## src/bank_pkg.sv

```systemverilog
package bank_pkg;

  // Bank geometry.
  localparam int unsigned NUM_BANKS   = 4;
  localparam int unsigned ADDR_W      = 16;
  localparam int unsigned DATA_W      = 64;
  localparam int unsigned STRB_W      = DATA_W / 8;
  localparam int unsigned BANK_DATA_W = DATA_W / NUM_BANKS;
  localparam int unsigned BANK_STRB_W = BANK_DATA_W / 8;
  localparam int unsigned BANK_BYTES  = BANK_STRB_W;
  localparam int unsigned WIDE_BYTES  = STRB_W;
  localparam int unsigned BANK_WORDS  = 64;

  // Byte offset bits inside one wide word.
  localparam int unsigned WIDE_OFFS_W = $clog2(WIDE_BYTES);
  // Word index bits inside one bank.
  localparam int unsigned WORD_IDX_W  = $clog2(BANK_WORDS);

  // Queue depths.
  localparam int unsigned REQ_FIFO_DEPTH  = 2;
  localparam int unsigned RESP_FIFO_DEPTH = 2;
  // Outstanding transactions tracked by the dead mask queue.
  localparam int unsigned MAX_TRANS       = 2;

  // One bank request item: write enable, address, data, strobe.
  localparam int unsigned REQ_ITEM_W = 1 + ADDR_W + BANK_DATA_W + BANK_STRB_W;

  // Wide side.
  typedef logic [ADDR_W-1:0]      addr_t;
  typedef logic [DATA_W-1:0]      data_t;
  typedef logic [STRB_W-1:0]      strb_t;

  // Bank side.
  typedef logic [BANK_DATA_W-1:0] bank_data_t;
  typedef logic [BANK_STRB_W-1:0] bank_strb_t;

  // One bit per bank.
  typedef logic [NUM_BANKS-1:0]   bank_mask_t;

endpackage

```

## src/mem_split.sv

```systemverilog
`timescale 1ns/1ps

module mem_split import bank_pkg::*; (
  input  logic                       clk_i,
  input  logic                       rst_n_i,
  input  logic                       req_i,
  input  logic                       we_i,
  input  addr_t                      addr_i,
  input  data_t                      wdata_i,
  input  strb_t                      strb_i,
  output logic                       gnt_o,
  input  bank_mask_t                 resp_room_i,
  input  logic                       dead_full_i,
  output logic                       dead_push_o,
  output bank_mask_t                 dead_mask_o,
  output bank_mask_t                 bank_req_o,
  output bank_mask_t                 bank_we_o,
  output addr_t      [NUM_BANKS-1:0] bank_addr_o,
  output bank_data_t [NUM_BANKS-1:0] bank_wdata_o,
  output bank_strb_t [NUM_BANKS-1:0] bank_strb_o,
  input  bank_mask_t                 bank_gnt_i
);

  addr_t                                base_addr;
  logic                                 req_fire;
  bank_mask_t                           fifo_ready;
  bank_mask_t                           head_valid;
  bank_mask_t                           head_pop;
  bank_mask_t                           hidden;
  logic [NUM_BANKS-1:0][REQ_ITEM_W-1:0] slice_in;
  logic [NUM_BANKS-1:0][REQ_ITEM_W-1:0] slice_out;

  // Wide word base address.
  assign base_addr = {addr_i[ADDR_W-1:WIDE_OFFS_W], {WIDE_OFFS_W{1'b0}}};

  // Grant needs room in every bank queue, every response queue and the mask queue.
  assign gnt_o = (&fifo_ready) & (&resp_room_i) & ~dead_full_i;

  assign req_fire = req_i & gnt_o;

  // One mask entry per accepted request.
  assign dead_push_o = req_fire;

  for (genvar i = 0; i < NUM_BANKS; i++) begin : gen_bank
    // Slice i sits i bank widths above the base.
    assign slice_in[i] = {
      we_i,
      addr_t'(base_addr + i * BANK_BYTES),
      wdata_i[i*BANK_DATA_W +: BANK_DATA_W],
      strb_i[i*BANK_STRB_W +: BANK_STRB_W]
    };

    // Writes with no enabled byte never reach this bank.
    assign dead_mask_o[i] = we_i & (strb_i[i*BANK_STRB_W +: BANK_STRB_W] == '0);

    // Per-bank request queue, falls through when empty.
    stream_fifo #(
      .DEPTH (REQ_FIFO_DEPTH),
      .WIDTH (REQ_ITEM_W)
    ) u_req_fifo (
      .clk_i   (clk_i),
      .rst_n_i (rst_n_i),
      .valid_i (req_fire),
      .ready_o (fifo_ready[i]),
      .data_i  (slice_in[i]),
      .valid_o (head_valid[i]),
      .ready_i (head_pop[i]),
      .data_o  (slice_out[i])
    );

    // Unpack the queue head onto the bank port.
    assign {bank_we_o[i], bank_addr_o[i], bank_wdata_o[i], bank_strb_o[i]} = slice_out[i];

    // Empty-strobe write at the head.
    assign hidden[i] = head_valid[i] & bank_we_o[i] & (bank_strb_o[i] == '0);

    assign bank_req_o[i] = head_valid[i] & ~hidden[i];

    // Hidden slices drop out without waiting for the bank.
    assign head_pop[i] = hidden[i] | bank_gnt_i[i];
  end

  // A waiting wide request holds until it is granted.
  assert property (@(posedge clk_i) disable iff (!rst_n_i)
                   req_i && !gnt_o |=> req_i && $stable({we_i, addr_i, wdata_i, strb_i}))
    else $error("mem_split: request changed before its grant");

endmodule

```

## src/stream_fifo.sv

```systemverilog
`timescale 1ns/1ps

module stream_fifo #(
  parameter int unsigned DEPTH = 2,
  parameter int unsigned WIDTH = 8
) (
  input  logic             clk_i,
  input  logic             rst_n_i,
  input  logic             valid_i,
  output logic             ready_o,
  input  logic [WIDTH-1:0] data_i,
  output logic             valid_o,
  input  logic             ready_i,
  output logic [WIDTH-1:0] data_o
);

  // Pointer and occupancy widths.
  localparam int unsigned PTR_W = (DEPTH > 1) ? $clog2(DEPTH) : 1;
  localparam int unsigned CNT_W = $clog2(DEPTH + 1);

  logic [WIDTH-1:0] mem_q [DEPTH];
  logic [PTR_W-1:0] wr_ptr_q;
  logic [PTR_W-1:0] rd_ptr_q;
  logic [CNT_W-1:0] cnt_q;
  logic             empty;
  logic             push;
  logic             pop;
  logic             store;
  logic             drain;

  // Circular increment.
  function automatic logic [PTR_W-1:0] next_ptr(input logic [PTR_W-1:0] ptr);
    if (ptr == PTR_W'(DEPTH - 1)) begin
      return '0;
    end
    return ptr + 1'b1;
  endfunction

  assign empty = (cnt_q == '0);

  // Room depends only on occupancy.
  assign ready_o = (cnt_q < CNT_W'(DEPTH));

  // Empty queue shows the input directly.
  assign valid_o = empty ? valid_i : 1'b1;
  assign data_o  = empty ? data_i : mem_q[rd_ptr_q];

  assign push = valid_i & ready_o;
  assign pop  = valid_o & ready_i;

  // Item skips storage when it leaves in the same cycle.
  assign store = push & ~(empty & ready_i);
  // Only stored items move the read pointer.
  assign drain = pop & ~empty;

  always_ff @(posedge clk_i) begin
    if (!rst_n_i) begin
      wr_ptr_q <= '0;
      rd_ptr_q <= '0;
      cnt_q    <= '0;
    end else begin
      if (store) begin
        wr_ptr_q <= next_ptr(wr_ptr_q);
      end
      if (drain) begin
        rd_ptr_q <= next_ptr(rd_ptr_q);
      end
      cnt_q <= cnt_q + CNT_W'(store) - CNT_W'(drain);
    end
  end

  // Payload storage.
  always_ff @(posedge clk_i) begin
    if (store) begin
      mem_q[wr_ptr_q] <= data_i;
    end
  end

  // Users of this queue never offer an item it has no room for.
  assert property (@(posedge clk_i) disable iff (!rst_n_i) valid_i |-> ready_o)
    else $error("stream_fifo: item offered while full");

endmodule

```

## config.mk

```make
export PLATFORM = sky130hd
export DESIGN_NAME = mem_split
export DESIGN_NICKNAME = d
export VERILOG_FILES = /design/src/bank_pkg.sv /design/src/mem_split.sv /design/src/stream_fifo.sv
export SDC_FILE = /design/constraint.sdc
export NUM_CORES = 1
export LEC_CHECK = 0
export BUFFER_PORTS_ARGS = -buffer_cell sky130_fd_sc_hd__buf_4
export CORE_MARGIN = 4
export CORE_UTILIZATION = 35
export DETAILED_ROUTE_END_ITERATION = 10
export GPL_ROUTABILITY_DRIVEN = 0
export SETUP_SLACK_MARGIN = 0.15
export SYNTH_ARGS = -nofsm -noshare
export SYNTH_HDL_FRONTEND = slang
export SYNTH_SLANG_ARGS = --single-unit
export TNS_END_PERCENT = 20
```

## constraint.sdc

```tcl
create_clock -name clk_i -period 3.2 [get_ports clk_i]
set_input_delay 0.96 -clock clk_i [delete_from_list [all_inputs] [get_ports clk_i]]
set_output_delay 0.96 -clock clk_i [all_outputs]
set_load 0.02 [all_outputs]
```

==> impl_metrics.ini <==
[status]
status = completed

[synthesis]
synth-edff-count = 256
synth_top_cells_by_area = edfxtp_1 (66%), mux2i_1 (11%), o21ai_0 (5.2%)
synth_seq_area_share_pct = 69.5
ys_seq_elements = 276
synth_most_common_cell = edfxtp_1
synthCells = 837
ys_types = 34
yosysTopAreaCell = edfxtp_1
synth_common_cells = edfxtp_1 (256), mux2i_1 (130), nand2_1 (124)
postSynthAreaPerCell_um2 = 13.9
synth_warnings = 0
async_s_r_ff_share_synth_pct = 0
postSynth.topFlopCell = edfxtp_1
yosysTopAreaCellShare_pct = 66.0
syn_area_um2 = 11600

[clock_network]
clock_path_buffers = 3
hold_buffers = 0
clk_pin_slew_worst_paths_ps = 60
htreeDepth = 1
tritoncts_num_sinks = 276
num_cts_buffers = 30
clock_tree_from_tritoncts = yes
clock_insertion_delay_worst_skew_ps = 540
clock-root-buffer = clkbuf_16

[critical_path]
timing.critical_path.slowest_cell_delay_ps = 540
path_cells = or2_4 > mux2_2 > a32oi_1 > buf_4
crit_required_ps = 2240
crit_path_end_kind = output port
worstPathArrival_ps = 2040
timing_worst_setup_path_type = reg -> out
critical_path.slowest_cell = dfxtp_1
cp_num_buf_inv = 1
critical_path.startpoint_type = flip-flop
timing.rr.end = gen_bank[2].u_req_fifo.cnt_q[1]
rr_worst_depth = 10
critical_path.top_delay_family = flip-flops
rrSetupSlack_ps = 820
reg2reg_from = gen_bank[2].u_req_fifo.cnt_q[0]
crit_path_max_fanout = 6

[sta]
fin_crit_sh_pct = 93.8
hold_viol_final = 0
clock-skew-final_ps = 12.4
finalSetupViolations = 0
finalWorstPathRequiredPeriod_ps = 3000
clock.fmax_mhz = 333
maxSlewViolCount = 0
setup_ws_ps = 197
unrepaired_setup_endpoints_after_global_routing = yes

[global_routing]
groute.usage.overall_pct = 14.3
first_global_vias = 7026
global_route.overflow_total = 0
grt_antenna_before_repair = 0
maximum_number_of_pins_on_one_net_before_global_route_repair = 39
grt_pass1_wl_um = 40600

[routing]
wl_per_cell_um = 17.4
drt_first_pass_iters = 7
first_iter_violations = 289
antenna_left = 0
drcViolationCount = 0
route.detailed.vias_per_inst = 4.61
routed_wirelength_um = 27100
routed-via-count = 7184

[finish]
fin_cells = 1560
n_antenna_cell = 0
final_net_count = 1203
area.growth.synth_to_final_pct = 31.0
layout-drive-gt1-share_pct = 31.8

[run]
drv.max_cap_violation_count = 0

[floorplanning]
num_rows = 66
fp.dieArea_um2 = 36200
height_of_the_die_um = 190
core_area_um2 = 32700
die_width_um = 190
num_io_pins = 251
effective_utilization_at_floorplan_pct = 35.6

[power]
pwr_density_cell_nw_per_um2 = 863
max-vdd-ir-drop_v = 0.000587
static-leakage-power_nw = 5.74

[worst_hold_path]
hold_path_startpoint = gen_bank[1].u_req_fifo.rd_ptr_q
min_delay_path_depth = 2
worst_hold_path_type = reg -> reg

[place]
detailed_place_hpwl_um = 17900
place_worst_setup_slack_ps = 204
post-place-cells = 1499
numPortBuffers = 235
==> flip-flops by register name, summed over array words and instances, names as in the netlist, named ones only <==
register / count
gen_bank.u_req_fifo.cnt_q: 8
gen_bank.u_req_fifo.wr_ptr_q: 4
gen_bank.u_req_fifo.rd_ptr_q: 4
gen_bank.u_req_fifo.mem_q: 256
==> repair_timing <==
action,4_1_cts,5_1_grt
endpoints found under the setup margin,10,36
gates cloned,0,1
pin swaps,1,2
endpoints found under the hold margin,0,0
gates resized for setup,0,6
buffers inserted,0,4
==> worst max-delay path by stage <==
stage          cells past startpoint                                  to                            start  slack (ps)
2_1_floorplan                      6  gen_bank[3].u_req_fifo.mem_q[0][0]                      dead_full_i        -0.6
3_3_place_gp                       7                       bank_req_o[2]                      dead_full_i         190
3_5_place_dp                       7                       bank_req_o[0]                      dead_full_i         200
4_1_cts                            5                     bank_addr_o[45]  gen_bank[2].u_req_fifo.cnt_q[1]         110
5_1_grt                            4                       bank_req_o[2]  gen_bank[2].u_req_fifo.cnt_q[0]          80
6_report                           4                       bank_req_o[2]  gen_bank[2].u_req_fifo.cnt_q[0]         200
==> power breakdown <==
part	switching (mW)	internal [mW]	total [mW]	leakage, nW
sequential	0.150	4.04	4.19	2.47
clock	1.34	2.24	3.58	0.498
combinational	3.19	2.21	5.39	2.78
==> final cells by class <==
class / count / area, µm²
Clock buffer: 42 / 847
Clock inverter: 14 / 198
Fill cell: 2944 / 17500
Inverter: 32 / 120
Multi-Input combinational cell: 486 / 3320
Sequential cell: 276 / 8100
Tap cell: 442 / 553
Timing Repair Buffer: 268 / 2110
==> per-stage QoR <==
| stage | cell area [µm²] | TNS (ps) | total power, mW | hold WS, ps | utilization [%] |
|---|---|---|---|---|---|
| 2_1_floorplan | 11700 | -40.4 | 7.46 | 463 | - |
| 3_3_place_gp | 14100 | 0 | 9.65 | 484 | 43.2 |
| 3_5_place_dp | 14100 | 0 | 9.71 | 492 | 43.2 |
| 4_1_cts | 15200 | 0 | 13.3 | 500 | 46.4 |
| 5_1_grt | 15200 | 0 | 13.9 | 540 | 46.6 |
| 6_report | 15200 | 0 | 13.2 | 501 | 46.6 |
==> kinds of logic (layout without fill, tap and decap cells) <==
group,after synthesis,count (layout),synth area share [%]
AND/OR/NAND/NOR,174,175,6.28
other,2,12,0.0645
buffers and inverters,86,356,3.34
AO/OA/AOI/OAI,146,146,7.38
adder cells (fa/ha/maj),8,8,0.860
XOR/XNOR,9,9,0.677
multiplexers,136,136,11.9
flip-flops,276,276,69.5
==> layer usage <==
layer	global-route usage, %	wire, µm	vias to the layer above
li1	-	-	3551
met1	19.0	11400	3412
met2	24.4	13500	186
met3	2.71	1770	35
met4	3.09	459	0
met5	0	0	-
==> cells in the final DEF (no fill, tap or decap), types with 3 or more instances in the layout <==
cell type,instances
conb_1,12
mux2_4,5
clkinv_1,4
buf_4,260
nand2_1,124
a21oi_4,3
or3_1,3
clkbuf_8,3
clkbuf_16,31
inv_1,31
o21ai_2,3
nor2_1,10
edfxtp_1,256
clkinvlp_4,3
and2_1,5
dfxtp_1,14
o21ai_0,120
xor2_1,4
clkbuf_1,8
dfxtp_2,6
mux2i_1,129
ha_1,8
and3_1,5
or2_4,4
a21oi_1,10
buf_12,8
nor2_4,12
xnor2_1,5
a31oi_4,3
bufinv_16,5
nor3_1,5
==> worst min-delay path, stage by stage (launching register included) <==
cell	delay, ps
dfxtp_1	300
o21ai_0	90
a21oi_1	70
Note: power is estimated with default switching activity, not from simulation.
