<file path="src/bank_pkg.sv">
package bank_pkg;

  // Bank geometry.
  localparam int unsigned NUM_BANKS   = 4;
  localparam int unsigned ADDR_W      = 16;
  localparam int unsigned DATA_W      = 64;
  localparam int unsigned STRB_W      = DATA_W / 8;
  localparam int unsigned BANK_DATA_W = DATA_W / NUM_BANKS;
  localparam int unsigned BANK_STRB_W = BANK_DATA_W / 8;
  localparam int unsigned BANK_BYTES  = BANK_STRB_W;
  localparam int unsigned WIDE_BYTES  = STRB_W;
  localparam int unsigned BANK_WORDS  = 64;

  // Byte offset bits inside one wide word.
  localparam int unsigned WIDE_OFFS_W = $clog2(WIDE_BYTES);
  // Word index bits inside one bank.
  localparam int unsigned WORD_IDX_W  = $clog2(BANK_WORDS);

  // Queue depths.
  localparam int unsigned REQ_FIFO_DEPTH  = 2;
  localparam int unsigned RESP_FIFO_DEPTH = 2;
  // Outstanding transactions tracked by the dead mask queue.
  localparam int unsigned MAX_TRANS       = 2;

  // One bank request item: write enable, address, data, strobe.
  localparam int unsigned REQ_ITEM_W = 1 + ADDR_W + BANK_DATA_W + BANK_STRB_W;

  // Wide side.
  typedef logic [ADDR_W-1:0]      addr_t;
  typedef logic [DATA_W-1:0]      data_t;
  typedef logic [STRB_W-1:0]      strb_t;

  // Bank side.
  typedef logic [BANK_DATA_W-1:0] bank_data_t;
  typedef logic [BANK_STRB_W-1:0] bank_strb_t;

  // One bit per bank.
  typedef logic [NUM_BANKS-1:0]   bank_mask_t;

endpackage

</file>
<file path="src/resp_join.sv">
`timescale 1ns/1ps

module resp_join import bank_pkg::*; (
  input  logic                       clk_i,
  input  logic                       rst_n_i,
  input  bank_mask_t                 bank_rvalid_i,
  input  bank_data_t [NUM_BANKS-1:0] bank_rdata_i,
  output bank_mask_t                 resp_room_o,
  input  logic                       dead_push_i,
  input  bank_mask_t                 dead_mask_i,
  output logic                       dead_full_o,
  output logic                       rvalid_o,
  output data_t                      rdata_o
);

  bank_mask_t resp_valid;
  bank_mask_t resp_pop;
  bank_mask_t dead_head;
  logic       mask_ready;
  logic       mask_valid;
  logic       mask_take;
  bank_mask_t mask_data;
  logic       head_valid_q;
  bank_mask_t head_mask_q;

  for (genvar i = 0; i < NUM_BANKS; i++) begin : gen_bank
    // Per-bank response queue.
    stream_fifo #(
      .DEPTH (RESP_FIFO_DEPTH),
      .WIDTH (BANK_DATA_W)
    ) u_resp_fifo (
      .clk_i   (clk_i),
      .rst_n_i (rst_n_i),
      .valid_i (bank_rvalid_i[i]),
      .ready_o (resp_room_o[i]),
      .data_i  (bank_rdata_i[i]),
      .valid_o (resp_valid[i]),
      .ready_i (resp_pop[i]),
      .data_o  (rdata_o[i*BANK_DATA_W +: BANK_DATA_W])
    );

    // Dead banks have nothing queued for this transaction.
    assign resp_pop[i] = rvalid_o & ~dead_head[i];

    // The splitter reserved room before this response left the bank.
    assert property (@(posedge clk_i) disable iff (!rst_n_i)
                     bank_rvalid_i[i] |-> resp_room_o[i])
      else $error("resp_join: bank %0d response into a full queue", i);
  end

  // Dead mask queue.
  stream_fifo #(
    .DEPTH (MAX_TRANS + 1),
    .WIDTH (NUM_BANKS)
  ) u_mask_fifo (
    .clk_i   (clk_i),
    .rst_n_i (rst_n_i),
    .valid_i (dead_push_i),
    .ready_o (mask_ready),
    .data_i  (dead_mask_i),
    .valid_o (mask_valid),
    .ready_i (mask_take),
    .data_o  (mask_data)
  );

  assign dead_full_o = ~mask_ready;

  // Head register refills when empty or consumed.
  assign mask_take = ~head_valid_q | rvalid_o;

  // The mask shows one cycle after its push.
  always_ff @(posedge clk_i) begin
    if (!rst_n_i) begin
      head_valid_q <= 1'b0;
    end else if (mask_take) begin
      head_valid_q <= mask_valid;
    end
  end

  always_ff @(posedge clk_i) begin
    if (mask_take && mask_valid) begin
      head_mask_q <= mask_data;
    end
  end

  assign dead_head = head_mask_q & {NUM_BANKS{head_valid_q}};

  // Join when each bank has data or was skipped.
  assign rvalid_o = head_valid_q & (&(resp_valid | dead_head));

endmodule

</file>
<file path="src/stream_fifo.sv">
`timescale 1ns/1ps

module stream_fifo #(
  parameter int unsigned DEPTH = 2,
  parameter int unsigned WIDTH = 8
) (
  input  logic             clk_i,
  input  logic             rst_n_i,
  input  logic             valid_i,
  output logic             ready_o,
  input  logic [WIDTH-1:0] data_i,
  output logic             valid_o,
  input  logic             ready_i,
  output logic [WIDTH-1:0] data_o
);

  // Pointer and occupancy widths.
  localparam int unsigned PTR_W = (DEPTH > 1) ? $clog2(DEPTH) : 1;
  localparam int unsigned CNT_W = $clog2(DEPTH + 1);

  logic [WIDTH-1:0] mem_q [DEPTH];
  logic [PTR_W-1:0] wr_ptr_q;
  logic [PTR_W-1:0] rd_ptr_q;
  logic [CNT_W-1:0] cnt_q;
  logic             empty;
  logic             push;
  logic             pop;
  logic             store;
  logic             drain;

  // Circular increment.
  function automatic logic [PTR_W-1:0] next_ptr(input logic [PTR_W-1:0] ptr);
    if (ptr == PTR_W'(DEPTH - 1)) begin
      return '0;
    end
    return ptr + 1'b1;
  endfunction

  assign empty = (cnt_q == '0);

  // Room depends only on occupancy.
  assign ready_o = (cnt_q < CNT_W'(DEPTH));

  // Empty queue shows the input directly.
  assign valid_o = empty ? valid_i : 1'b1;
  assign data_o  = empty ? data_i : mem_q[rd_ptr_q];

  assign push = valid_i & ready_o;
  assign pop  = valid_o & ready_i;

  // Item skips storage when it leaves in the same cycle.
  assign store = push & ~(empty & ready_i);
  // Only stored items move the read pointer.
  assign drain = pop & ~empty;

  always_ff @(posedge clk_i) begin
    if (!rst_n_i) begin
      wr_ptr_q <= '0;
      rd_ptr_q <= '0;
      cnt_q    <= '0;
    end else begin
      if (store) begin
        wr_ptr_q <= next_ptr(wr_ptr_q);
      end
      if (drain) begin
        rd_ptr_q <= next_ptr(rd_ptr_q);
      end
      cnt_q <= cnt_q + CNT_W'(store) - CNT_W'(drain);
    end
  end

  // Payload storage.
  always_ff @(posedge clk_i) begin
    if (store) begin
      mem_q[wr_ptr_q] <= data_i;
    end
  end

  // Users of this queue never offer an item it has no room for.
  assert property (@(posedge clk_i) disable iff (!rst_n_i) valid_i |-> ready_o)
    else $error("stream_fifo: item offered while full");

endmodule

</file>
<file path="config.mk">
export PLATFORM = sky130hd
export DESIGN_NAME = resp_join
export DESIGN_NICKNAME = d
export VERILOG_FILES = /design/src/bank_pkg.sv /design/src/resp_join.sv /design/src/stream_fifo.sv
export SDC_FILE = /design/constraint.sdc
export NUM_CORES = 1
export LEC_CHECK = 0
export BUFFER_PORTS_ARGS = -buffer_cell sky130_fd_sc_hd__buf_2
export CAP_MARGIN = 40
export CORE_MARGIN = 2
export CORE_UTILIZATION = 50
export CTS_CLUSTER_DIAMETER = 150
export CTS_CLUSTER_SIZE = 20
export DETAILED_ROUTE_END_ITERATION = 10
export PLACE_DENSITY = 0.81
export SLEW_MARGIN = 20
export SYNTH_ARGS = -nofsm -noshare
export SYNTH_HDL_FRONTEND = slang
export SYNTH_SLANG_ARGS = --single-unit
</file>
<file path="constraint.sdc">
create_clock -name clk_i -period 2.7 [get_ports clk_i]
set_input_delay 0.27 -clock clk_i [delete_from_list [all_inputs] [get_ports clk_i]]
set_output_delay 0.27 -clock clk_i [all_outputs]
set_load 0.01 [all_outputs]
</file>
==> metrics.md, run 1 <==
| Metric | Value |
|---|---|
| Cell variety after synth | 33 |
| Cts bufs inserted | 17 |
| Clock Latency Late Sink | 0.42 ns |
| CP endpoint kind | register |
| Worst setup path category | register to register |
| Leakage | 3.37 nW |
| PD cells | 1100 nW/um2 |
| Top_reg_cell synth | edfxtp_1 |
| Routability cong. | 0.793 |
| Fin cells | 905 |
| Register bit count reported by yosys | 173 |
| Initial Util | 50.5% |
| Syn Nets | 640 |
| Clk_skew | 0.0116 ns |
| DR WL met2 | 7.31 mm |
| WP data required | 2.98 ns |
| CTS tree | yes |
| Vias in the first global route | 4,721 |
| Post-synth top cells | 144 x edfxtp_1, 76 x mux2i_1, 65 x nor2_1, 61 x a21oi_1, 34 x nand2_1 |
| Final-report setup violation count | 0 |
| Buf/Inv on CP | 3 |
| Slew @ Worst Pin | 0.763 ns |
| CP cell instances | a2111oi_0 -> buf_4 -> or4_1 -> buf_4 -> o311a_1 -> buf_4 -> ha_1 -> xnor2_1 -> xnor2_1 -> nor2_1 |
| CTS clock-pin slew for the worst setup and hold paths | 0.07 ns |
| DRT iter0 DRCs | 351 |
| Num Clock Sinks | 173 |
| Die height | 124 um |
| WL met1 | 5.56 mm |
| ANT nets after route | 0 |
| Status | finished clean |
| Family with the most delay on the worst path | buffers and inverters |
| Share of layout cells above drive strength 1 | 28.5% |
| Worst-case reg-to-reg path depth | 10 |
| Synthesized instance count | 555 |
| Die area | 15,500 um2 |
| Top fanout value on the critical path | 11 |
| Routed vias/inst | 5.20 |
| Critical path depth | 10 |
| I/O Pins | 145 |
| Ys Warns | 0 |
| DR WL/cell | 15.3 um |
| Core area | 14,400 um2 |
| Top-count cell post-synth | edfxtp_1 |
| Fmax | 0.393 GHz |
| CTS max path bufs | 2 |
| Maxcap violations | 0 |
| Sequential area share after synthesis | 67.6% |
| Largest net degree at the start of global routing | 34 |
| Gr ovfl total | 0 |
| Worst Path Arrival | 2.82 ns |
| P&R area growth vs syn | 23.0% |
| Antenna violations before repair | 2 |
| Max-slew headroom | 49.1% |
| Syn Area/Cell | 13.1 um2 |
| Post-synth EDFFs | 144 |
| First-pass GRT wire length | 22.7 mm |
| Ys async rst share | 0% |
| Cts hold-fix bufs | 0 |
| Yosys top cell area share | 59.6% |
| Placed wire-length estimate | 9.55 mm |
| Worst path max stage delay | 0.42 ns |
| Slowest CP cell | dfxtp_2 |
| Mapped cell area | 7250 um2 |
| Via Count | 4,706 |
| Worst VDD drop | 0.413 mV |
| Hold Vio Cnt, Final | 0 |
| Fin. max-slew vios | 0 |
| Worst setup SP type | register |
| Wire length on met3 | 673 um |
| H-tree depth | 4 |
| Min cycle time layout | 2.55 ns |
| Hold Path Depth | 1 |
| Area leader, netlist | edfxtp_1 |
| Leading post-synthesis cells by cell area | edfxtp_1 60%, mux2i_1 10%, dfxtp_1 8.0% |
| Port buffer count | 144 |
| Crit share post-route | 94.3% |
| Cell repeated most along the worst path | buf_4 |
| R2R setup slack | 0.15 ns |
| Setup TNS | 0 ns |
| Final WL | 13.9 mm |
| GR Util All Layers | 18.4% |
| TritonRoute pass-1 iters | 4 |
| Post-layout net count | 792 |
| HP Class | input port to register |
| Placed Cells | 872 |
| # DRC | 0 |
| Top Layer Used | met4 |
| CTS Root Cell | clkbuf_16 |
| Cell Rows | 44 |
| Die W | 124 um |
==> cells in the final DEF (no fill, tap or decap), types with 10 or more instances in the layout <==
cell type / instances
edfxtp_1: 144
buf_2: 144
mux2i_1: 76
nor2_1: 64
a21oi_1: 61
nand2_1: 34
dfxtp_1: 28
buf_4: 21
o21ai_0: 20
inv_1: 17
clkbuf_16: 17
ha_1: 10
==> repair_timing <==
action / in CTS / in global routing
buffers inserted: 0 / 0
setup endpoints to repair: 1 / 65
resized for setup: 1 / 2
==> registers in the layout (all words and copies together), names as in the netlist, named ones only <==
| signal | cells |
|---|---|
| u_mask_fifo.wr_ptr_q | 2 |
| head_mask_q | 4 |
| gen_bank.u_resp_fifo.mem_q | 128 |
| head_valid_q | 1 |
| gen_bank.u_resp_fifo.wr_ptr_q | 4 |
| u_mask_fifo.cnt_q | 2 |
| gen_bank.u_resp_fifo.rd_ptr_q | 4 |
| u_mask_fifo.mem_q | 12 |
| u_mask_fifo.rd_ptr_q | 2 |
| gen_bank.u_resp_fifo.cnt_q | 8 |
==> cell type report <==
cell class / count / area, um2
inverters: 18 / 67.6
fillers: 1118 / 5450
flip-flops and latches: 173 / 4910
diodes: 1 / 2.50
well taps: 184 / 230
clock inverters: 11 / 193
repair buffers: 168 / 938
multi-input cells: 329 / 2130
clock buffers: 21 / 450
==> cells by family (layout without fill, tap and decap cells) <==
logic type,Yosys count,after routing,synth area share [%]
and+or+nand+nor,138,138,8.61
muxes,76,76,10.5
adders and majority gates,10,10,1.73
xor gates and xnor gates,10,10,1.21
AOI/OAI and AO/OA,95,95,7.23
other,0,1,0
buffers and inverters,53,218,3.09
DFF,173,173,67.6
==> power breakdown <==
group          internal (mW)  total (mW)  switching, mW
combinational           1.35        3.39           2.04
sequential              3.55        3.77          0.220
clock                   1.67        2.62          0.950
==> metrics by stage <==
step	setup WS, ns	hold WS [ns]	power (mW)	utilization (%)	cell area, um2
5_1_grt	-0.0171	0.0317	10.4	62.0	8910
3_5_place_dp	0.0302	0.480	7.23	57.5	8270
3_3_place_gp	0.114	0.463	7.09	57.5	8270
6_report	0.154	0.0480	9.77	62.0	8910
4_1_cts	0.0489	0.0335	9.87	62.0	8910
2_1_floorplan	0.0172	0.369	5.96	-	7250
==> per-layer routing <==
metal  vias to the layer above  track usage, %
li1                       2316               -
met1                      2243            21.4
met2                       117            32.1
met3                        30            5.24
met4                         0            7.73
met5                         -               0
==> final timing paths <==
kind                           startpoint                                   to
hold reg to reg   u_mask_fifo.rd_ptr_q[1]                             register
hold / removal           bank_rdata_i[24]  gen_bank[1].u_resp_fifo.mem_q[1][8]
setup / recovery             head_valid_q     gen_bank[1].u_resp_fifo.cnt_q[1]
setup reg to reg             head_valid_q     gen_bank[1].u_resp_fifo.cnt_q[1]
==> worst reg2reg max path, stage by stage (launching register included) <==
cell,delay [ns]
dfxtp_2,0.42
a2111oi_0,0.13
buf_4,0.16
or4_1,0.42
buf_4,0.19
o311a_1,0.34
buf_4,0.15
ha_1,0.18
xnor2_1,0.18
xnor2_1,0.15
nor2_1,0.07
Note: power is estimated with default switching activity, not from simulation.
==> inputs of run 2 (changes only) <==
--- a/config.mk
+++ b/config.mk
@@ -8,11 +8,11 @@
 export BUFFER_PORTS_ARGS = -buffer_cell sky130_fd_sc_hd__buf_2
 export CAP_MARGIN = 40
 export CORE_MARGIN = 2
-export CORE_UTILIZATION = 50
+export CORE_UTILIZATION = 55
 export CTS_CLUSTER_DIAMETER = 150
 export CTS_CLUSTER_SIZE = 20
 export DETAILED_ROUTE_END_ITERATION = 10
-export PLACE_DENSITY = 0.81
+export PLACE_DENSITY = 0.85
 export SLEW_MARGIN = 20
 export SYNTH_ARGS = -nofsm -noshare
 export SYNTH_HDL_FRONTEND = slang
==> constraint.sdc (replaced) <==
create_clock -name clk_i -period 2.91 [get_ports clk_i]
set_input_delay 0.291 -clock clk_i [delete_from_list [all_inputs] [get_ports clk_i]]
set_output_delay 0.291 -clock clk_i [all_outputs]
set_load 0.01 [all_outputs]
==> run 2 against run 1 <==
Effect of this change:
- cell count shrank 2.5%
- combinational power down 11%
- final area down 2.0%
- clock power down 16%
- utilization is 6.6 points higher
- sequential share of layout area grew 1.1 points
- wire length up 1.2%
- clock-buffer cell count down 1
- total power decreased by 10%
- via count barely moved
- non-clock buffer count fell by 12
- highest routed layer unchanged
==> metrics.md, run 2 (synthesis results as in run 1) <==
| Metric | Value |
|---|---|
| Status | finished clean |
| Setup TNS | 0 ns (unchanged) |
| Fmax | 0.370 GHz (-5.7%) |
| Max reg flops | 128 (unchanged) |
| Clock Latency Late Sink | 0.42 ns (about the same) |
| DRT iter0 DRCs | 299 (-15%) |
| WP data required | 3.20 ns (+0.22 ns) |
| Seq pwr share | 40.2% (+1.6 points) |
| Hold EP | gen_bank[0].u_resp_fifo.mem_q[0][12] |
| RR Startpoint | head_valid_q |
| Worst setup SP type | register |
| Switching share of power | 34.0% (+1.1 points) |
| Hold Startpoint | bank_rdata_i[12] |
| Psw | 2.98 mW (-7.4%) |
| Gr ovfl total | 0 (unchanged) |
| # fillers | 925 (-17%) |
| Largest net degree at the start of global routing | 35 (+2.9%) |
| Fin cells | 882 (-2.5%) |
| Post-placement setup slack | 0.146 ns (+0.116 ns) |
| Maxcap violations | 0 (unchanged) |
| DR WL/cell | 15.9 um (+3.9%) |
| Clock power frac | 25.3% (-1.5 points) |
| Fin. max-slew vios | 0 (unchanged) |
| Worst hold slack | 0.0763 ns (+0.0283 ns) |
| CTS max path bufs | 2 (unchanged) |
| TritonRoute pass-1 iters | 4 (unchanged) |
| Die area | 14,100 um2 (-8.8%) |
| First-pass GRT wire length | 22.2 mm (-1.9%) |
| Top fanout value on the critical path | 17 (+6) |
| Via Count | 4,702 (-0.085%) |
| Worst setup path category | register to register |
| Cts bufs inserted | 17 (unchanged) |
| Largest Register | gen_bank.u_resp_fifo.mem_q |
| HP Class | input port to register |
| ANT nets after route | 0 (unchanged) |
| Die W | 119 um (-4.5%) |
| Port buffer count | 144 (unchanged) |
| Cell Rows | 41 (-6.8%) |
| Routed vias/inst | 5.33 (+2.5%) |
| GR Util All Layers | 20.1% (+1.6 points) |
| Min cycle time layout | 2.70 ns (+0.155 ns) |
| R2R setup slack | 0.21 ns (+0.06 ns) |
| Placed wire-length estimate | 9.57 mm (+0.24%) |
| Vias in the first global route | 4,641 (-1.7%) |
| Worst Path Arrival | 2.99 ns (+0.17 ns) |
| Hold Path Depth | 1 (unchanged) |
| Share of layout cells above drive strength 1 | 27.3% (-1.2 points) |
| Worst-case reg-to-reg path depth | 9 (-1) |
| Final worst slack | 0.209 ns (+0.0551 ns) |
| Routability cong. | 0.813 (+2.5%) |
| Cts hold-fix bufs | 0 (unchanged) |
| Final WL | 14.1 mm (+1.2%) |
| Part of the power in combinational logic | 34.6% (about the same) |
| PD cells | 1000 nW/um2 (-8.6%) |
| Slew @ Worst Pin | 0.608 ns (-0.155 ns) |
| H-tree depth | 4 (unchanged) |
| I/O Pins | 145 (unchanged) |
| CP endpoint kind | register |
| Worst path max stage delay | 0.59 ns (+0.17 ns) |
| # DRC | 0 (unchanged) |
| CTS-repair resized insts | 0 (-1) |
| Design area | 8740 um2 (-2.0%) |
| Worst VDD drop | 0.438 mV (+6.1%) |
| Slowest CP cell | dfxtp_1 |
| Clk_skew | 0.00816 ns (-0.00342 ns) |
| Top Registers | gen_bank.u_resp_fifo.mem_q: 128 flops, u_mask_fifo.mem_q: 12 flops, gen_bank.u_resp_fifo.cnt_q: 8 flops |
| R2r endpoint | gen_bank[0].u_resp_fifo.cnt_q[1] |
| RSZ-0062 raised after global routing | no |
| CTS clock-pin slew for the worst setup and hold paths | 0.06 ns (about the same) |
| Die height | 119 um (-4.5%) |
| Setup Buffers After CTS | 0 (unchanged) |
| Final-report setup violation count | 0 (unchanged) |
| CTS tree | yes |
| Num Clock Sinks | 173 (unchanged) |
| CP cell instances | a2111oi_0 -> buf_4 -> or4_1 -> buf_4 -> o311a_1 -> ha_1 -> xnor2_1 -> xnor2_1 -> nor2_1 |
| Core area | 12,700 um2 (-11%) |
| Commonest cells after routing, fill and taps aside | 144 x edfxtp_1, 144 x buf_2, 76 x mux2i_1, 64 x nor2_1, 61 x a21oi_1 |
| Max-slew headroom | 59.3% (+10 points) |
| P&R area growth vs syn | 20.5% |
| Antenna violations before repair | 2 (unchanged) |
| Initial Util | 57.0% (+6.5 points) |
| Placed Cells | 848 (-2.8%) |
| Pint | 5.78 mW (-12%) |
| Area after DPL | 8150 um2 (-1.5%) |
| Post-layout net count | 780 (-1.5%) |
| CTS Root Cell | clkbuf_16 |
| Crit share post-route | 92.8% (-1.5 points) |
| Hold Vio Cnt, Final | 0 (unchanged) |
| Leakage | 3.28 nW (-2.6%) |
## run 2: worst max path at each step
stage	cells after the start	slack, ns	endpoint	start
3_3_place_gp	5	0.25	gen_bank[3].u_resp_fifo.mem_q[1][13]	head_valid_q
6_report	9	0.21	gen_bank[0].u_resp_fifo.cnt_q[1]	head_valid_q
2_1_floorplan	5	0.23	gen_bank[3].u_resp_fifo.mem_q[0][0]	head_mask_q[2]
5_1_grt	10	0.02	u_mask_fifo.cnt_q[1]	head_valid_q
3_5_place_dp	5	0.15	gen_bank[0].u_resp_fifo.mem_q[1][6]	head_valid_q
4_1_cts	5	0.10	gen_bank[0].u_resp_fifo.mem_q[1][4]	head_valid_q
## run 2: layer usage
layer  vias up  part of all wire (%)  global-route usage [%]
met5         -                     0                       0
met4         0                   1.7                    8.26
met3        16                   4.0                    4.69
met2       106                    53                    35.2
met1      2291                    41                    23.7
li1       2289                     -                       -
## run 2: area by class of cell
| cell class | instances | area [um2] | area share, % |
|---|---|---|---|
| Antenna cell | 2 | 5.00 | 0.0573 |
| Sequential cell | 173 | 4900 | 56.1 |
| Multi-Input combinational cell | 329 | 2130 | 24.4 |
| Timing Repair Buffer | 156 | 833 | 9.54 |
| Clock inverter | 12 | 146 | 1.68 |
| Clock buffer | 20 | 437 | 5.00 |
| Inverter | 18 | 67.6 | 0.773 |
| Tap cell | 172 | 215 | 2.46 |
## run 2: per-stage QoR
stage | utilization (%) | power (mW)
final | 68.7 | 8.76
after global placement | 63.7 | 6.43
after floorplan | - | 5.53
after detailed placement | 64.0 | 6.59
after global routing | 68.7 | 9.28
after CTS | 68.6 | 8.82
## run 2: power by group through the flow
stage          Combinational (mW)  Clock (mW)  Sequential, mW
2_1_floorplan                2.06           0            3.47
3_3_place_gp                 2.88           0            3.55
3_5_place_dp                 3.02           0            3.57
4_1_cts                      3.05        2.25            3.52
5_1_grt                      3.34        2.37            3.57
6_report                     3.03        2.21            3.52
## run 2: worst max-delay path: cells and delay by family, from the launching register on
family	cells	cell delay (ns)
compound gates	2	0.60
xor+xnor	2	0.33
fa+ha+maj	1	0.22
buf+inv	2	0.38
flops	1	0.59
simple gates	2	0.44
